### src/sifh_hist_pkg.sv
package sifh_hist_pkg;

    // ==================================================
    // Code and bin geometry
    // ==================================================
    localparam int CODE_W      = 10;
    localparam int BIN_W       = 5;
    localparam int NUM_BINS    = 1 << BIN_W;
    localparam int MAX_COUNT_W = 24;

    typedef enum logic {
        MODE_COARSE = 1'b0,
        MODE_FINE   = 1'b1
    } hist_mode_e;

    // Frame sequencer states
    typedef enum logic [2:0] {
        ST_IDLE  = 3'd0,
        ST_CLEAR = 3'd1,
        ST_ACCUM = 3'd2,
        ST_DRAIN = 3'd3,
        ST_SCAN  = 3'd4,
        ST_DONE  = 3'd5
    } hist_state_e;

    typedef struct packed {
        logic [BIN_W-1:0]       bin;
        logic [MAX_COUNT_W-1:0] count;
    } peak_t;

endpackage

### src/sifh_bus_pkg.sv
package sifh_bus_pkg;

    // ==================================================
    // Wishbone classic
    // ==================================================
    typedef struct packed {
        logic        cyc;
        logic        stb;
        logic        we;
        logic [7:0]  adr;
        logic [31:0] dat;
    } wb_req_t;

    typedef struct packed {
        logic        ack;
        logic [31:0] dat;
    } wb_rsp_t;

    // Detector timestamp with its own valid
    typedef struct packed {
        logic                             valid;
        logic [sifh_hist_pkg::CODE_W-1:0] code;
    } event_t;

    // ==================================================
    // Register map
    // ==================================================
    localparam logic [7:0] REG_CTRL     = 8'h00;
    localparam logic [7:0] REG_STATUS   = 8'h01;
    localparam logic [7:0] REG_PEAK     = 8'h02;
    localparam logic [7:0] REG_COARSE   = 8'h03;
    localparam logic [7:0] REG_BIN_BASE = 8'h20;

endpackage

### src/hist_builder_fsm.sv
`timescale 1ns/1ps

module hist_builder_fsm #(
    parameter int EVENTS_PER_FRAME = 200
) (
    input  logic                              clk,
    input  logic                              res,
    input  logic                              start,
    input  sifh_hist_pkg::hist_mode_e         mode,
    input  logic [sifh_hist_pkg::BIN_W-1:0]   coarse_bin,
    input  sifh_bus_pkg::event_t              ev,
    output logic                              ev_ready,
    output sifh_hist_pkg::hist_state_e        state,
    output logic                              inc_en,
    output logic [sifh_hist_pkg::BIN_W-1:0]   inc_bin,
    output logic                              clr_en,
    output logic                              scan_en,
    output logic [sifh_hist_pkg::BIN_W-1:0]   addr_sweep
);

    localparam int EV_CNT_W = $clog2(EVENTS_PER_FRAME + 1);
    localparam int BIN_W    = sifh_hist_pkg::BIN_W;
    localparam int CODE_W   = sifh_hist_pkg::CODE_W;

    sifh_hist_pkg::hist_state_e state_next;
    logic [BIN_W:0]             sweep;
    logic [EV_CNT_W-1:0]        ev_cnt;
    logic                       accept;
    logic                       last_ev;
    logic                       hit;
    logic [BIN_W-1:0]           code_hi;
    logic [BIN_W-1:0]           code_lo;

    assign accept  = ev.valid && ev_ready;
    assign last_ev = ev_cnt == EV_CNT_W'(EVENTS_PER_FRAME - 1);

    // ==================================================
    // Code to bin mapping
    // ==================================================
    assign code_hi = ev.code[CODE_W-1 -: BIN_W];
    assign code_lo = ev.code[BIN_W-1:0];
    assign hit     = (mode == sifh_hist_pkg::MODE_COARSE) || (code_hi == coarse_bin);
    assign inc_en  = accept && hit;
    assign inc_bin = (mode == sifh_hist_pkg::MODE_COARSE) ? code_hi : code_lo;

    // Sweep shared by clear, drain and scan
    assign clr_en     = state == sifh_hist_pkg::ST_CLEAR;
    assign scan_en    = (state == sifh_hist_pkg::ST_SCAN) && !sweep[BIN_W];
    assign addr_sweep = sweep[BIN_W-1:0];

    always_comb begin
        state_next = state;
        case (state)
            sifh_hist_pkg::ST_IDLE,
            sifh_hist_pkg::ST_DONE:
                if (start) state_next = sifh_hist_pkg::ST_CLEAR;
            sifh_hist_pkg::ST_CLEAR:
                if (sweep == (BIN_W+1)'(sifh_hist_pkg::NUM_BINS - 1)) begin
                    state_next = sifh_hist_pkg::ST_ACCUM;
                end
            sifh_hist_pkg::ST_ACCUM:
                if (accept && last_ev) state_next = sifh_hist_pkg::ST_DRAIN;
            sifh_hist_pkg::ST_DRAIN:
                if (sweep == (BIN_W+1)'(1)) state_next = sifh_hist_pkg::ST_SCAN;
            // 32 reads plus the final compare
            sifh_hist_pkg::ST_SCAN:
                if (sweep[BIN_W]) state_next = sifh_hist_pkg::ST_DONE;
            default:
                state_next = sifh_hist_pkg::ST_IDLE;
        endcase
    end

    always_ff @(posedge clk or negedge res) begin
        if (!res) begin
            state    <= sifh_hist_pkg::ST_IDLE;
            ev_ready <= 1'b0;
            sweep    <= '0;
            ev_cnt   <= '0;
        end else begin
            state    <= state_next;
            ev_ready <= state_next == sifh_hist_pkg::ST_ACCUM;
            if (state_next != state) begin
                sweep <= '0;
            end else begin
                sweep <= sweep + 1'b1;
            end
            // Dropped fine-mode events still count toward the frame
            if (state == sifh_hist_pkg::ST_CLEAR) begin
                ev_cnt <= '0;
            end else if (accept) begin
                ev_cnt <= ev_cnt + 1'b1;
            end
        end
    end

    a_ready_in_accum: assert property (@(posedge clk) disable iff (!res)
        ev_ready |-> state == sifh_hist_pkg::ST_ACCUM);

endmodule

### src/hist_bin_ram.sv
`timescale 1ns/1ps

module hist_bin_ram #(
    parameter int COUNT_W = 16
) (
    input  logic                            clk,
    input  logic                            res,
    input  logic                            inc_en,
    input  logic [sifh_hist_pkg::BIN_W-1:0] inc_bin,
    input  logic                            clr_en,
    input  logic [sifh_hist_pkg::BIN_W-1:0] clr_addr,
    input  logic                            rd_en,
    input  logic [sifh_hist_pkg::BIN_W-1:0] rd_addr,
    output logic [COUNT_W-1:0]              rd_data
);

    localparam int BIN_W = sifh_hist_pkg::BIN_W;

    logic [COUNT_W-1:0] mem [sifh_hist_pkg::NUM_BINS];

    logic               s1_valid;
    logic [BIN_W-1:0]   s1_bin;
    logic [COUNT_W-1:0] s1_data;
    logic               s2_valid;
    logic [BIN_W-1:0]   s2_bin;
    logic [COUNT_W-1:0] s2_data;
    logic [COUNT_W-1:0] cur;
    logic [COUNT_W-1:0] upd;

    // Stage 1 read is stale when the previous increment hit the same bin
    assign cur = (s2_valid && (s2_bin == s1_bin)) ? s2_data : s1_data;
    // Saturate at all ones
    assign upd = (&cur) ? cur : cur + 1'b1;

    always_ff @(posedge clk or negedge res) begin
        if (!res) begin
            s1_valid <= 1'b0;
            s2_valid <= 1'b0;
        end else begin
            s1_valid <= inc_en;
            s2_valid <= s1_valid;
        end
    end

    // ==================================================
    // Memory and pipeline data
    // ==================================================
    always_ff @(posedge clk) begin
        s1_bin  <= inc_bin;
        s1_data <= mem[inc_bin];
        s2_bin  <= s1_bin;
        s2_data <= upd;
        if (s1_valid) begin
            mem[s1_bin] <= upd;
        end else if (clr_en) begin
            mem[clr_addr] <= '0;
        end
        if (rd_en) begin
            rd_data <= mem[rd_addr];
        end
    end

    // Single write port, clear must not meet a new or in-flight increment
    a_clr_no_inc: assert property (@(posedge clk) disable iff (!res)
        clr_en |-> !inc_en && !s1_valid);

endmodule

### src/hist_peak_search.sv
`timescale 1ns/1ps

module hist_peak_search #(
    parameter int COUNT_W = 16
) (
    input  logic                            clk,
    input  logic                            res,
    input  logic                            scan_en,
    input  logic [sifh_hist_pkg::BIN_W-1:0] scan_addr,
    input  logic [COUNT_W-1:0]              scan_data,
    input  sifh_hist_pkg::hist_mode_e       mode,
    output sifh_hist_pkg::peak_t            peak,
    output logic [sifh_hist_pkg::BIN_W-1:0] coarse_bin
);

    localparam int BIN_W = sifh_hist_pkg::BIN_W;

    logic               cmp_en;
    logic [BIN_W-1:0]   cmp_bin;
    logic [COUNT_W-1:0] max_cnt;
    logic [BIN_W-1:0]   max_bin;
    logic               take;
    logic [COUNT_W-1:0] max_cnt_next;
    logic [BIN_W-1:0]   max_bin_next;

    // Bin 0 seeds the maximum, later bins need a strictly greater count
    assign take         = (cmp_bin == '0) || (scan_data > max_cnt);
    assign max_cnt_next = take ? scan_data : max_cnt;
    assign max_bin_next = take ? cmp_bin : max_bin;

    assign peak = '{bin: max_bin, count: sifh_hist_pkg::MAX_COUNT_W'(max_cnt)};

    // Address lines up with the registered RAM data
    always_ff @(posedge clk) begin
        cmp_bin <= scan_addr;
    end

    always_ff @(posedge clk or negedge res) begin
        if (!res) begin
            cmp_en     <= 1'b0;
            max_cnt    <= '0;
            max_bin    <= '0;
            coarse_bin <= '0;
        end else begin
            cmp_en <= scan_en;
            if (cmp_en) begin
                max_cnt <= max_cnt_next;
                max_bin <= max_bin_next;
                if ((&cmp_bin) && (mode == sifh_hist_pkg::MODE_COARSE)) begin
                    coarse_bin <= max_bin_next;
                end
            end
        end
    end

endmodule

### src/hist_wb_regs.sv
`timescale 1ns/1ps

module hist_wb_regs #(
    parameter int COUNT_W = 16
) (
    input  logic                            clk,
    input  logic                            res,
    input  sifh_bus_pkg::wb_req_t           wb_req,
    output sifh_bus_pkg::wb_rsp_t           wb_rsp,
    input  sifh_hist_pkg::hist_state_e      state,
    input  sifh_hist_pkg::peak_t            peak,
    input  logic [sifh_hist_pkg::BIN_W-1:0] coarse_bin,
    input  logic [COUNT_W-1:0]              rd_data,
    output logic                            start,
    output sifh_hist_pkg::hist_mode_e       mode,
    output logic                            rd_en,
    output logic [sifh_hist_pkg::BIN_W-1:0] rd_addr
);

    logic        ack_q;
    logic [31:0] dat_q;
    logic        bin_pend;
    logic        bin_ok;
    logic [31:0] reg_rdata;
    logic        req_new;
    logic        is_bin;
    logic        bin_rd;
    logic        ctrl_wr;
    logic        busy;
    logic        done;

    assign busy = (state != sifh_hist_pkg::ST_IDLE) && (state != sifh_hist_pkg::ST_DONE);
    assign done = state == sifh_hist_pkg::ST_DONE;

    // A held request is seen once, not again while its ack is pending
    assign req_new = wb_req.cyc && wb_req.stb && !ack_q && !bin_pend;
    assign is_bin  = wb_req.adr[7:5] == sifh_bus_pkg::REG_BIN_BASE[7:5];
    assign bin_rd  = req_new && !wb_req.we && is_bin;
    assign ctrl_wr = req_new && wb_req.we && (wb_req.adr == sifh_bus_pkg::REG_CTRL);
    assign rd_en   = bin_rd && !busy;
    assign rd_addr = wb_req.adr[sifh_hist_pkg::BIN_W-1:0];

    always_comb begin
        case (wb_req.adr)
            sifh_bus_pkg::REG_STATUS: reg_rdata = {29'd0, mode, done, busy};
            sifh_bus_pkg::REG_PEAK:   reg_rdata = {3'd0, peak};
            sifh_bus_pkg::REG_COARSE: reg_rdata = {27'd0, coarse_bin};
            default:                  reg_rdata = '0;
        endcase
    end

    assign wb_rsp = '{ack: ack_q, dat: dat_q};

    always_ff @(posedge clk or negedge res) begin
        if (!res) begin
            ack_q    <= 1'b0;
            bin_pend <= 1'b0;
            start    <= 1'b0;
            mode     <= sifh_hist_pkg::MODE_COARSE;
        end else begin
            start    <= ctrl_wr && wb_req.dat[0];
            bin_pend <= bin_rd;
            // Bin reads wait one extra cycle for the RAM
            ack_q    <= bin_pend || (req_new && !bin_rd);
            if (ctrl_wr && !busy) begin
                mode <= sifh_hist_pkg::hist_mode_e'(wb_req.dat[1]);
            end
        end
    end

    always_ff @(posedge clk) begin
        if (req_new) begin
            bin_ok <= rd_en;
        end
        if (bin_pend) begin
            dat_q <= bin_ok ? 32'(rd_data) : 32'd0;
        end else if (req_new) begin
            dat_q <= reg_rdata;
        end
    end

    a_ack_one_cycle: assert property (@(posedge clk) disable iff (!res)
        ack_q |=> !ack_q);

endmodule

### src/sifh_hist_top.sv
`timescale 1ns/1ps

module sifh_hist_top #(
    parameter int EVENTS_PER_FRAME = 200,
    parameter int COUNT_W          = 16
) (
    input  logic                  clk,
    input  logic                  res,
    input  sifh_bus_pkg::wb_req_t wb_req,
    output sifh_bus_pkg::wb_rsp_t wb_rsp,
    input  sifh_bus_pkg::event_t  ev,
    output logic                  ev_ready
);

    localparam int BIN_W = sifh_hist_pkg::BIN_W;

    sifh_hist_pkg::hist_state_e state;
    sifh_hist_pkg::hist_mode_e  mode;
    sifh_hist_pkg::peak_t       peak;
    logic                       start;
    logic [BIN_W-1:0]           coarse_bin;
    logic                       inc_en;
    logic [BIN_W-1:0]           inc_bin;
    logic                       clr_en;
    logic                       scan_en;
    logic [BIN_W-1:0]           addr_sweep;
    logic                       wb_rd_en;
    logic [BIN_W-1:0]           wb_rd_addr;
    logic                       ram_rd_en;
    logic [BIN_W-1:0]           ram_rd_addr;
    logic [COUNT_W-1:0]         rd_data;

    if (COUNT_W > sifh_hist_pkg::MAX_COUNT_W) begin : g_count_w_check
        $error("COUNT_W is wider than MAX_COUNT_W");
    end

    // ==================================================
    // RAM read port owner
    // ==================================================
    assign ram_rd_en   = (state == sifh_hist_pkg::ST_SCAN) ? scan_en : wb_rd_en;
    assign ram_rd_addr = (state == sifh_hist_pkg::ST_SCAN) ? addr_sweep : wb_rd_addr;

    hist_builder_fsm #(
        .EVENTS_PER_FRAME (EVENTS_PER_FRAME)
    ) u_fsm (
        .clk        (clk),
        .res        (res),
        .start      (start),
        .mode       (mode),
        .coarse_bin (coarse_bin),
        .ev         (ev),
        .ev_ready   (ev_ready),
        .state      (state),
        .inc_en     (inc_en),
        .inc_bin    (inc_bin),
        .clr_en     (clr_en),
        .scan_en    (scan_en),
        .addr_sweep (addr_sweep)
    );

    hist_bin_ram #(
        .COUNT_W (COUNT_W)
    ) u_ram (
        .clk      (clk),
        .res      (res),
        .inc_en   (inc_en),
        .inc_bin  (inc_bin),
        .clr_en   (clr_en),
        .clr_addr (addr_sweep),
        .rd_en    (ram_rd_en),
        .rd_addr  (ram_rd_addr),
        .rd_data  (rd_data)
    );

    hist_peak_search #(
        .COUNT_W (COUNT_W)
    ) u_peak (
        .clk        (clk),
        .res        (res),
        .scan_en    (scan_en),
        .scan_addr  (addr_sweep),
        .scan_data  (rd_data),
        .mode       (mode),
        .peak       (peak),
        .coarse_bin (coarse_bin)
    );

    hist_wb_regs #(
        .COUNT_W (COUNT_W)
    ) u_regs (
        .clk        (clk),
        .res        (res),
        .wb_req     (wb_req),
        .wb_rsp     (wb_rsp),
        .state      (state),
        .peak       (peak),
        .coarse_bin (coarse_bin),
        .rd_data    (rd_data),
        .start      (start),
        .mode       (mode),
        .rd_en      (wb_rd_en),
        .rd_addr    (wb_rd_addr)
    );

endmodule

### config.mk
export PLATFORM = sky130hd
export DESIGN_NAME = sifh_hist_top
export DESIGN_NICKNAME = d
export VERILOG_FILES = /design/src/sifh_hist_pkg.sv /design/src/sifh_bus_pkg.sv /design/src/hist_builder_fsm.sv /design/src/hist_bin_ram.sv /design/src/hist_peak_search.sv /design/src/hist_wb_regs.sv /design/src/sifh_hist_top.sv
export SDC_FILE = /design/constraint.sdc
export NUM_CORES = 1
export LEC_CHECK = 0
export CELL_PAD_IN_SITES_DETAIL_PLACEMENT = 1
export CELL_PAD_IN_SITES_GLOBAL_PLACEMENT = 1
export CORE_MARGIN = 5
export CORE_UTILIZATION = 29
export CTS_BUF_LIST = sky130_fd_sc_hd__clkbuf_8
export CTS_CLUSTER_SIZE = 14
export DETAILED_ROUTE_END_ITERATION = 10
export DONT_BUFFER_PORTS = 1
export HOLD_SLACK_MARGIN = 0.12
export PLACE_DENSITY = 0.59
export SLEW_MARGIN = 5
export SYNTH_ARGS = -nofsm -noshare
export SYNTH_HDL_FRONTEND = slang
export SYNTH_SLANG_ARGS = --single-unit
### constraint.sdc
create_clock -name clk -period 15.5 [get_ports clk]
set_input_delay 1.55 -clock clk [delete_from_list [all_inputs] [get_ports clk]]
set_output_delay 1.55 -clock clk [all_outputs]
set_load 0.02 [all_outputs]
* Word level (Yosys, flattened, before mapping)
Memories as Yosys holds them, arrays and structs flattened. A register that Yosys moved wholly into a read port is not among the register bits.
Index checks and enable logic that the tools add are counted.
Widths: inputs -> output; s select.
** Storage, ports and cells
- Register bits :: 115
- Memory bits (writable) :: 512
- Input bits :: 56
- Output and inout port bits :: 34
- Logic and storage cells :: 109
- Memories kept :: 1
** Operators by class
- Add/subtract/negate cells :: 3
- Order comparisons :: 1
- Eq/ne operators :: 17
- Muxes and demuxes :: 27
- Bitwise operators :: 1
- Reductions and logical operators :: 39
** Memory list
- u_ram.mem :: words 32, bits a word 16, rd ports 2, clocked after Yosys merged registers in 2, write ports 1, RTL line hist_bin_ram.sv:19 : logic [COUNT_W-1:0] mem [sifh_hist_pkg::NUM_BINS];
** Operator list (count)
- $pmux 29 s3 :: 1
- $mux 16 :: 4
- $mux 32 :: 2
- $mux 5 :: 4
- $logic_and 1x1->1 :: 18
- $add 16x1->16 const B :: 1
- $eq 8x2->1 const B :: 2
- $gt 16x16->1 :: 1
- $mux 8 :: 2
- $reduce_and 16->1 :: 1
- $reduce_or 16->1 :: 1
- $mux 3 :: 5
- $pmux 3 s5 :: 1
- $eq 5x5->1 :: 2
- $eq 3x2->1 const B :: 3
- $add 8x1->8 const B :: 1
- $eq 8x1->1 const B :: 1
- $eq 8x8->1 const B :: 1
- $logic_not 8->1 :: 1
- $mux 1 :: 7
- $add 6x1->6 const B :: 1
- $eq 3x1->1 const B :: 2
- $eq 3x3->1 const B :: 2
- $eq 6x1->1 const B :: 1
- 14 further kinds :: 23

* Logic depth before layout (Yosys ltp)
- Depth after elaboration :: 8
- Gate-level depth with buffers :: 15

* By module
Synthesis repeated with hierarchy kept, for this count alone.
** Unflattened totals
- Cell total of the unflattened synthesis :: 1617
- Area, all modules :: 30737.0 um^2
** By module, submodules not included
- hist_bin_ram :: times used 1, cells each 1236, area an instance 26171.4 um^2
- hist_peak_search :: times used 1, cells each 143, area an instance 1700.4 um^2
- hist_wb_regs :: times used 1, cells each 116, area an instance 1607.8 um^2
- hist_builder_fsm :: times used 1, cells each 115, area an instance 1171.1 um^2
- sifh_hist_top :: times used 1, cells each 7, area an instance 86.3 um^2

* Least setup slack after synthesis
Ideal clock, no wire load.
- Path kind :: reg-to-reg
- Start :: reg u_ram.s1_bin[1]
- End :: mem u_ram.mem[0][7], data pin
- Arrival time :: 4.639 ns
- Required time :: 14.960 ns
- Setup slack :: 10.322 ns
- Cell stages (with the launch flop) :: 15
- Period minus slack after synthesis :: 5.178 ns
- Cells stage by stage :: dfxtp_1 -> xor2_1 -> or4_4 -> nor2_4 -> buf_4 -> mux2i_1 -> inv_1 -> ha_1 -> nand3_1 -> nor4_1 -> o21ai_2 -> and2_1 -> buf_6 -> and2_1 -> nor4_1
** On the way
- Cells in the longest elaborated chain, start to end :: 6
- Elaborated cells on any way between the ends :: 7
- Classes of those cells :: add/sub: 1; eq/ne: 1; mux: 3; reduce/logical: 2
** Ends and longest elaborated chain
- start, declared :: RTL line hist_bin_ram.sv:22 : logic [BIN_W-1:0] s1_bin;
- start signal, assigned :: RTL line hist_bin_ram.sv:49 : s1_bin <= inc_bin;
- $eq 5x5->1 * :: RTL line hist_bin_ram.sv:31 : assign cur = (s2_valid && (s2_bin == s1_bin)) ? s2_data : s1_data;
- $logic_and 1x1->1 * :: RTL line hist_bin_ram.sv:31
- $mux 16 * :: RTL line hist_bin_ram.sv:31
- $add 16x1->16 or $reduce_and 16->1 (tied branches) :: RTL line hist_bin_ram.sv:33 : assign upd = (&cur) ? cur : cur + 1'b1;
- $mux 16 * :: RTL line hist_bin_ram.sv:33
- $mux 16 (no source line) *
- end, declared :: RTL line hist_bin_ram.sv:19
Every way passes the cells marked *; elsewhere a longest branch is shown, timed or not.

* Final worst setup path
- Start :: reg u_ram.s1_bin[1]
- End :: mem u_ram.mem[0][11], data pin
** On the way
- Cells in the longest elaborated chain, start to end :: 6
- Elaborated cells on any way between the ends :: 7
- Classes of those cells :: add/sub: 1; eq/ne: 1; mux: 3; reduce/logical: 2
** Ends and longest elaborated chain
- $eq 5x5->1 * :: RTL line hist_bin_ram.sv:31
- $logic_and 1x1->1 * :: RTL line hist_bin_ram.sv:31
- $mux 16 * :: RTL line hist_bin_ram.sv:31
- $add 16x1->16 or $reduce_and 16->1 (tied branches) :: RTL line hist_bin_ram.sv:33
- $mux 16 * :: RTL line hist_bin_ram.sv:33
- via u_ram.upd[11] :: RTL line hist_bin_ram.sv:28 : logic [COUNT_W-1:0] upd;
- $mux 16 (no source line) *
Mark *: on every way through the listed nets, which the timed path passes. The rest lies on a longest branch.

==> summary.md <==
| Metric | Value |
|---|---|
| Cell area after placement | `approximately 32000 um2` |
| Slew @ Worst Pin | `1250 ps` |
| CP Capture Type | `register` |
| Fin crit share | `32.2%` |
| Row cnt | `119` |
| Clk_lat worst skew | `720 ps` |
| Max-slew violations | `0` |
| Most frequent cells in the layout | `nand2_1, edfxtp_1, nand3_1` |
| RSZ-0062 raised after global routing | `false` |
| Number of non-filler instances in the completed layout | `3924` |
| Post-Syn Instances | `~2400` |
| Startpoint types | `register` |
| Initial antenna violation count | `3` |
| Gr usage total | `17.7%` |
| Crit-path slowest cell | `and2_1` |
| Chip Height | `335 um` |
| Commonest non-fill, non-tap cell in the layout | `nand2_1` |
| HP Class | `reg2reg` |
| Placed Instances | `3709` |
| I/O Buffers | `0` |
| DIE AREA | `112000 um2` |
| DP HPWL | `roughly 60 mm` |
| Total number of vias | `21400` |
| Nets | `2512` |
| Crit path DAT | `5310 ps` |
| Synthesized area per cell | `around 13 um2` |
| Htree depth | `3` |
| Post-cts sizing count | `0` |
| Outcome | `completed` |
| Main synth FF type | `edfxtp_1` |
| Initial Util | `29.1%` |
| GR Overflow Total | `0` |
| Clk_skew | `28.0 ps` |
| Post-synth top area cell | `edfxtp_1` |
| DRT Pass-1 Iters | `5` |
| Largest stage delay on the critical path | `around 990 ps` |
| Post-layout instance area | `34300 um2` |
| Fillers | `roughly 11000` |
| Largest delay contributor family on the critical path | `simple AND/OR/NAND/NOR gates` |
| Final Hold Fails | `0` |
| Clock slew at reported path FFs | `60 ps` |
| Setup TNS Final | `0 ps` |
| Async SR Flop Fraction | `7.87%` |
| Setup Viol. Count Final | `0` |
| Cells along the critical path | `xor2_1 -> or4_4 -> nor2_4 -> mux2i_1 -> inv_1 -> ha_1 -> nand3_1 -> nor2_1 -> and3_1 -> or2_1 -> nand2_1 -> a311oi_1 -> and2_1` |
| Netlist cell types | `67` |
| Peak supply drop | `0.0578 mV` |
| YS warnings | `0` |
| Critical path buffer and inverter count | `1` |
| WL/cell | `26.0 um` |
| Minimum clock period | `about 5000 ps` |
| Top-area cell type share of the netlist area | `54.0%` |
| Routability congestion estimate from global placement | `0.805` |
| Max Freq | `0.200 GHz` |
| Seq cells post-synth | `648` |
| Setup bufs post-CTS | `0` |
| Max cap viols | `0` |
| Final worst-path setup slack | `~11000 ps` |
| Crit path max fanout | `32` |
| First-pass GRT wire length | `150 mm` |
| Clock sink total | `approximately 650` |
| Vias in the first global route | `22900` |
| Antenna viol nets, final | `0` |
| DRT Wirelength | `102 mm` |
| Crit Path Class | `reg2reg` |
| Core box area | `105000 um2` |
| P_leak | `11.7 nW` |
| # hold bufs at CTS | `0` |
| Post-Syn Area | `between 30000 and 40000 um2` |
| DRC Markers | `0` |
| Die Width | `between 300 and 400 um` |
| Synth area leaders | `edfxtp_1, mux4_2, nand2_1` |
| Sequential element share of the synthesized area | `61.3%` |
| Largest net degree at the start of global routing | `128` |
| Post-synth EDFFs | `550` |
| CTS max path bufs | `3` |
| Place WS | `around 10000 ps` |
| Share of layout cells above drive strength 1 | `about 16%` |
| Via-per-instance ratio | `5.46` |
| Detailed Route Iter0 Violations | `1697` |
| Power Density | `approximately 110 nW/um2` |
| CP Data Required Time | `15830 ps` |
| Slew HR | `16.2%` |
| Clock root buffer | `clkbuf_8` |
| CTS buffer count | `115` |
| I/O pins | `90` |
| Area Growth Syn to Fin | `12.3%` |
| CTS tree | `built` |
-- stage by stage --
| step | power (mW) | hold slack (ps) | util, % |
|---|---|---|---|
| detailed placement | 2.41 | 399 | 30.7 |
| global placement | 2.39 | 397 | 30.7 |
| global route | 4.01 | 397 | 32.7 |
| CTS | 3.89 | 399 | 32.7 |
| floorplan | 2.27 | 345 | - |
| finish | 3.85 | 395 | 32.7 |
-- worst paths after layout --
path / from / to / slack [ps] / cells after the start
setup / recovery: u_ram.s1_bin[1]$_DFF_P_ / u_ram.mem[0][11]$_DFFE_PP_ / 10510 / 13
hold / removal: u_ram.s1_bin[4]$_DFF_P_ / u_ram.s2_bin[4]$_DFF_P_ / 390 / 0
setup reg to reg: u_ram.s1_bin[1]$_DFF_P_ / u_ram.mem[0][11]$_DFFE_PP_ / 10510 / 13
hold reg to reg: u_ram.s1_bin[4]$_DFF_P_ / u_ram.s2_bin[4]$_DFF_P_ / 390 / 0
max in group asynchronous: res / u_fsm.ev_cnt[3]$_DFFE_PN0P_ / 14850 / 0
min in group asynchronous: res / u_peak.max_cnt[10]$_DFFE_PN0P_ / 520 / 0
-- layer usage --
layer,up-vias,wire (um),track usage [%]
li1,9244,-,-
met1,11300,43300,23.1
met2,726,48900,29.7
met3,168,6900,3.65
met4,2,2830,5.55
met5,-,10,0
-- power by group --
group	switching, mW	total, mW	internal, mW
Sequential	0.0304	2.01	1.98
Combinational	0.260	0.369	0.109
Clock	0.724	1.48	0.751
-- sequential cells by signal, indices dropped and copies added (netlist names), 3 cells and up --
signal and cells:
u_peak.max_bin 5, u_ram.mem 512, u_peak.cmp_bin 5, u_fsm.state 3, u_peak.max_cnt 16, u_ram.s2_bin 5
u_regs.dat_q 21, u_ram.s2_data 16, u_ram.s1_bin 5, u_peak.coarse_bin 5, u_fsm.ev_cnt 8, u_ram.s1_data 16
u_ram.rd_data 16, u_fsm.sweep 6
-- synthesized netlist by cell type (3+ instances only) --
| cell type | count |
|---|---|
| ha_1 | 20 |
| inv_1 | 34 |
| buf_8 | 6 |
| mux2i_1 | 26 |
| xor2_1 | 16 |
| or3_1 | 6 |
| a21o_1 | 19 |
| nor3_1 | 14 |
| nor2_1 | 67 |
| buf_2 | 50 |
| nand3_1 | 276 |
| o21ai_0 | 15 |
| dfrtp_1 | 51 |
| nor4b_1 | 3 |
| nor4_1 | 23 |
| edfxtp_1 | 550 |
| nand2_1 | 565 |
| o31ai_1 | 5 |
| a31oi_1 | 21 |
| a22o_1 | 17 |
| nand3b_1 | 5 |
| xnor2_1 | 15 |
| a311oi_1 | 84 |
| a211oi_1 | 8 |
| nand2b_1 | 7 |
| nor2b_1 | 7 |
| nand4_1 | 12 |
| clkbuf_1 | 97 |
| o22a_1 | 4 |
| or4_1 | 3 |
| o211ai_1 | 3 |
| mux4_2 | 128 |
| a21oi_1 | 17 |
| and2_1 | 17 |
| and3_1 | 46 |
| buf_4 | 17 |
| buf_6 | 7 |
| o22ai_1 | 66 |
| dfxtp_1 | 47 |
| mux2_2 | 26 |
| nor3b_1 | 4 |
-- cells by family after synthesis --
family	after synthesis	share of synthesized area, %
muxes	181	11.3
other	1	0.0123
DFF	648	61.3
xor gates and xnor gates	31	0.888
adders and majority gates	20	0.818
and+or+nand+nor	1065	15.7
buffers and inverters	214	3.43
AOI/OAI and AO/OA	273	6.60
-- cell type report --
cell class	count	area [um2]	area share, %
timing repair buffer	55	470	1.37
antenna	3	7.51	0.0219
tap	1391	1740	5.07
sequential	648	18700	54.6
clock buffer	118	1620	4.73
inverter	35	141	0.412
clock inverter	93	458	1.33
multi-input combinational	1581	11200	32.5
Note: power is estimated with default switching activity, not from simulation.
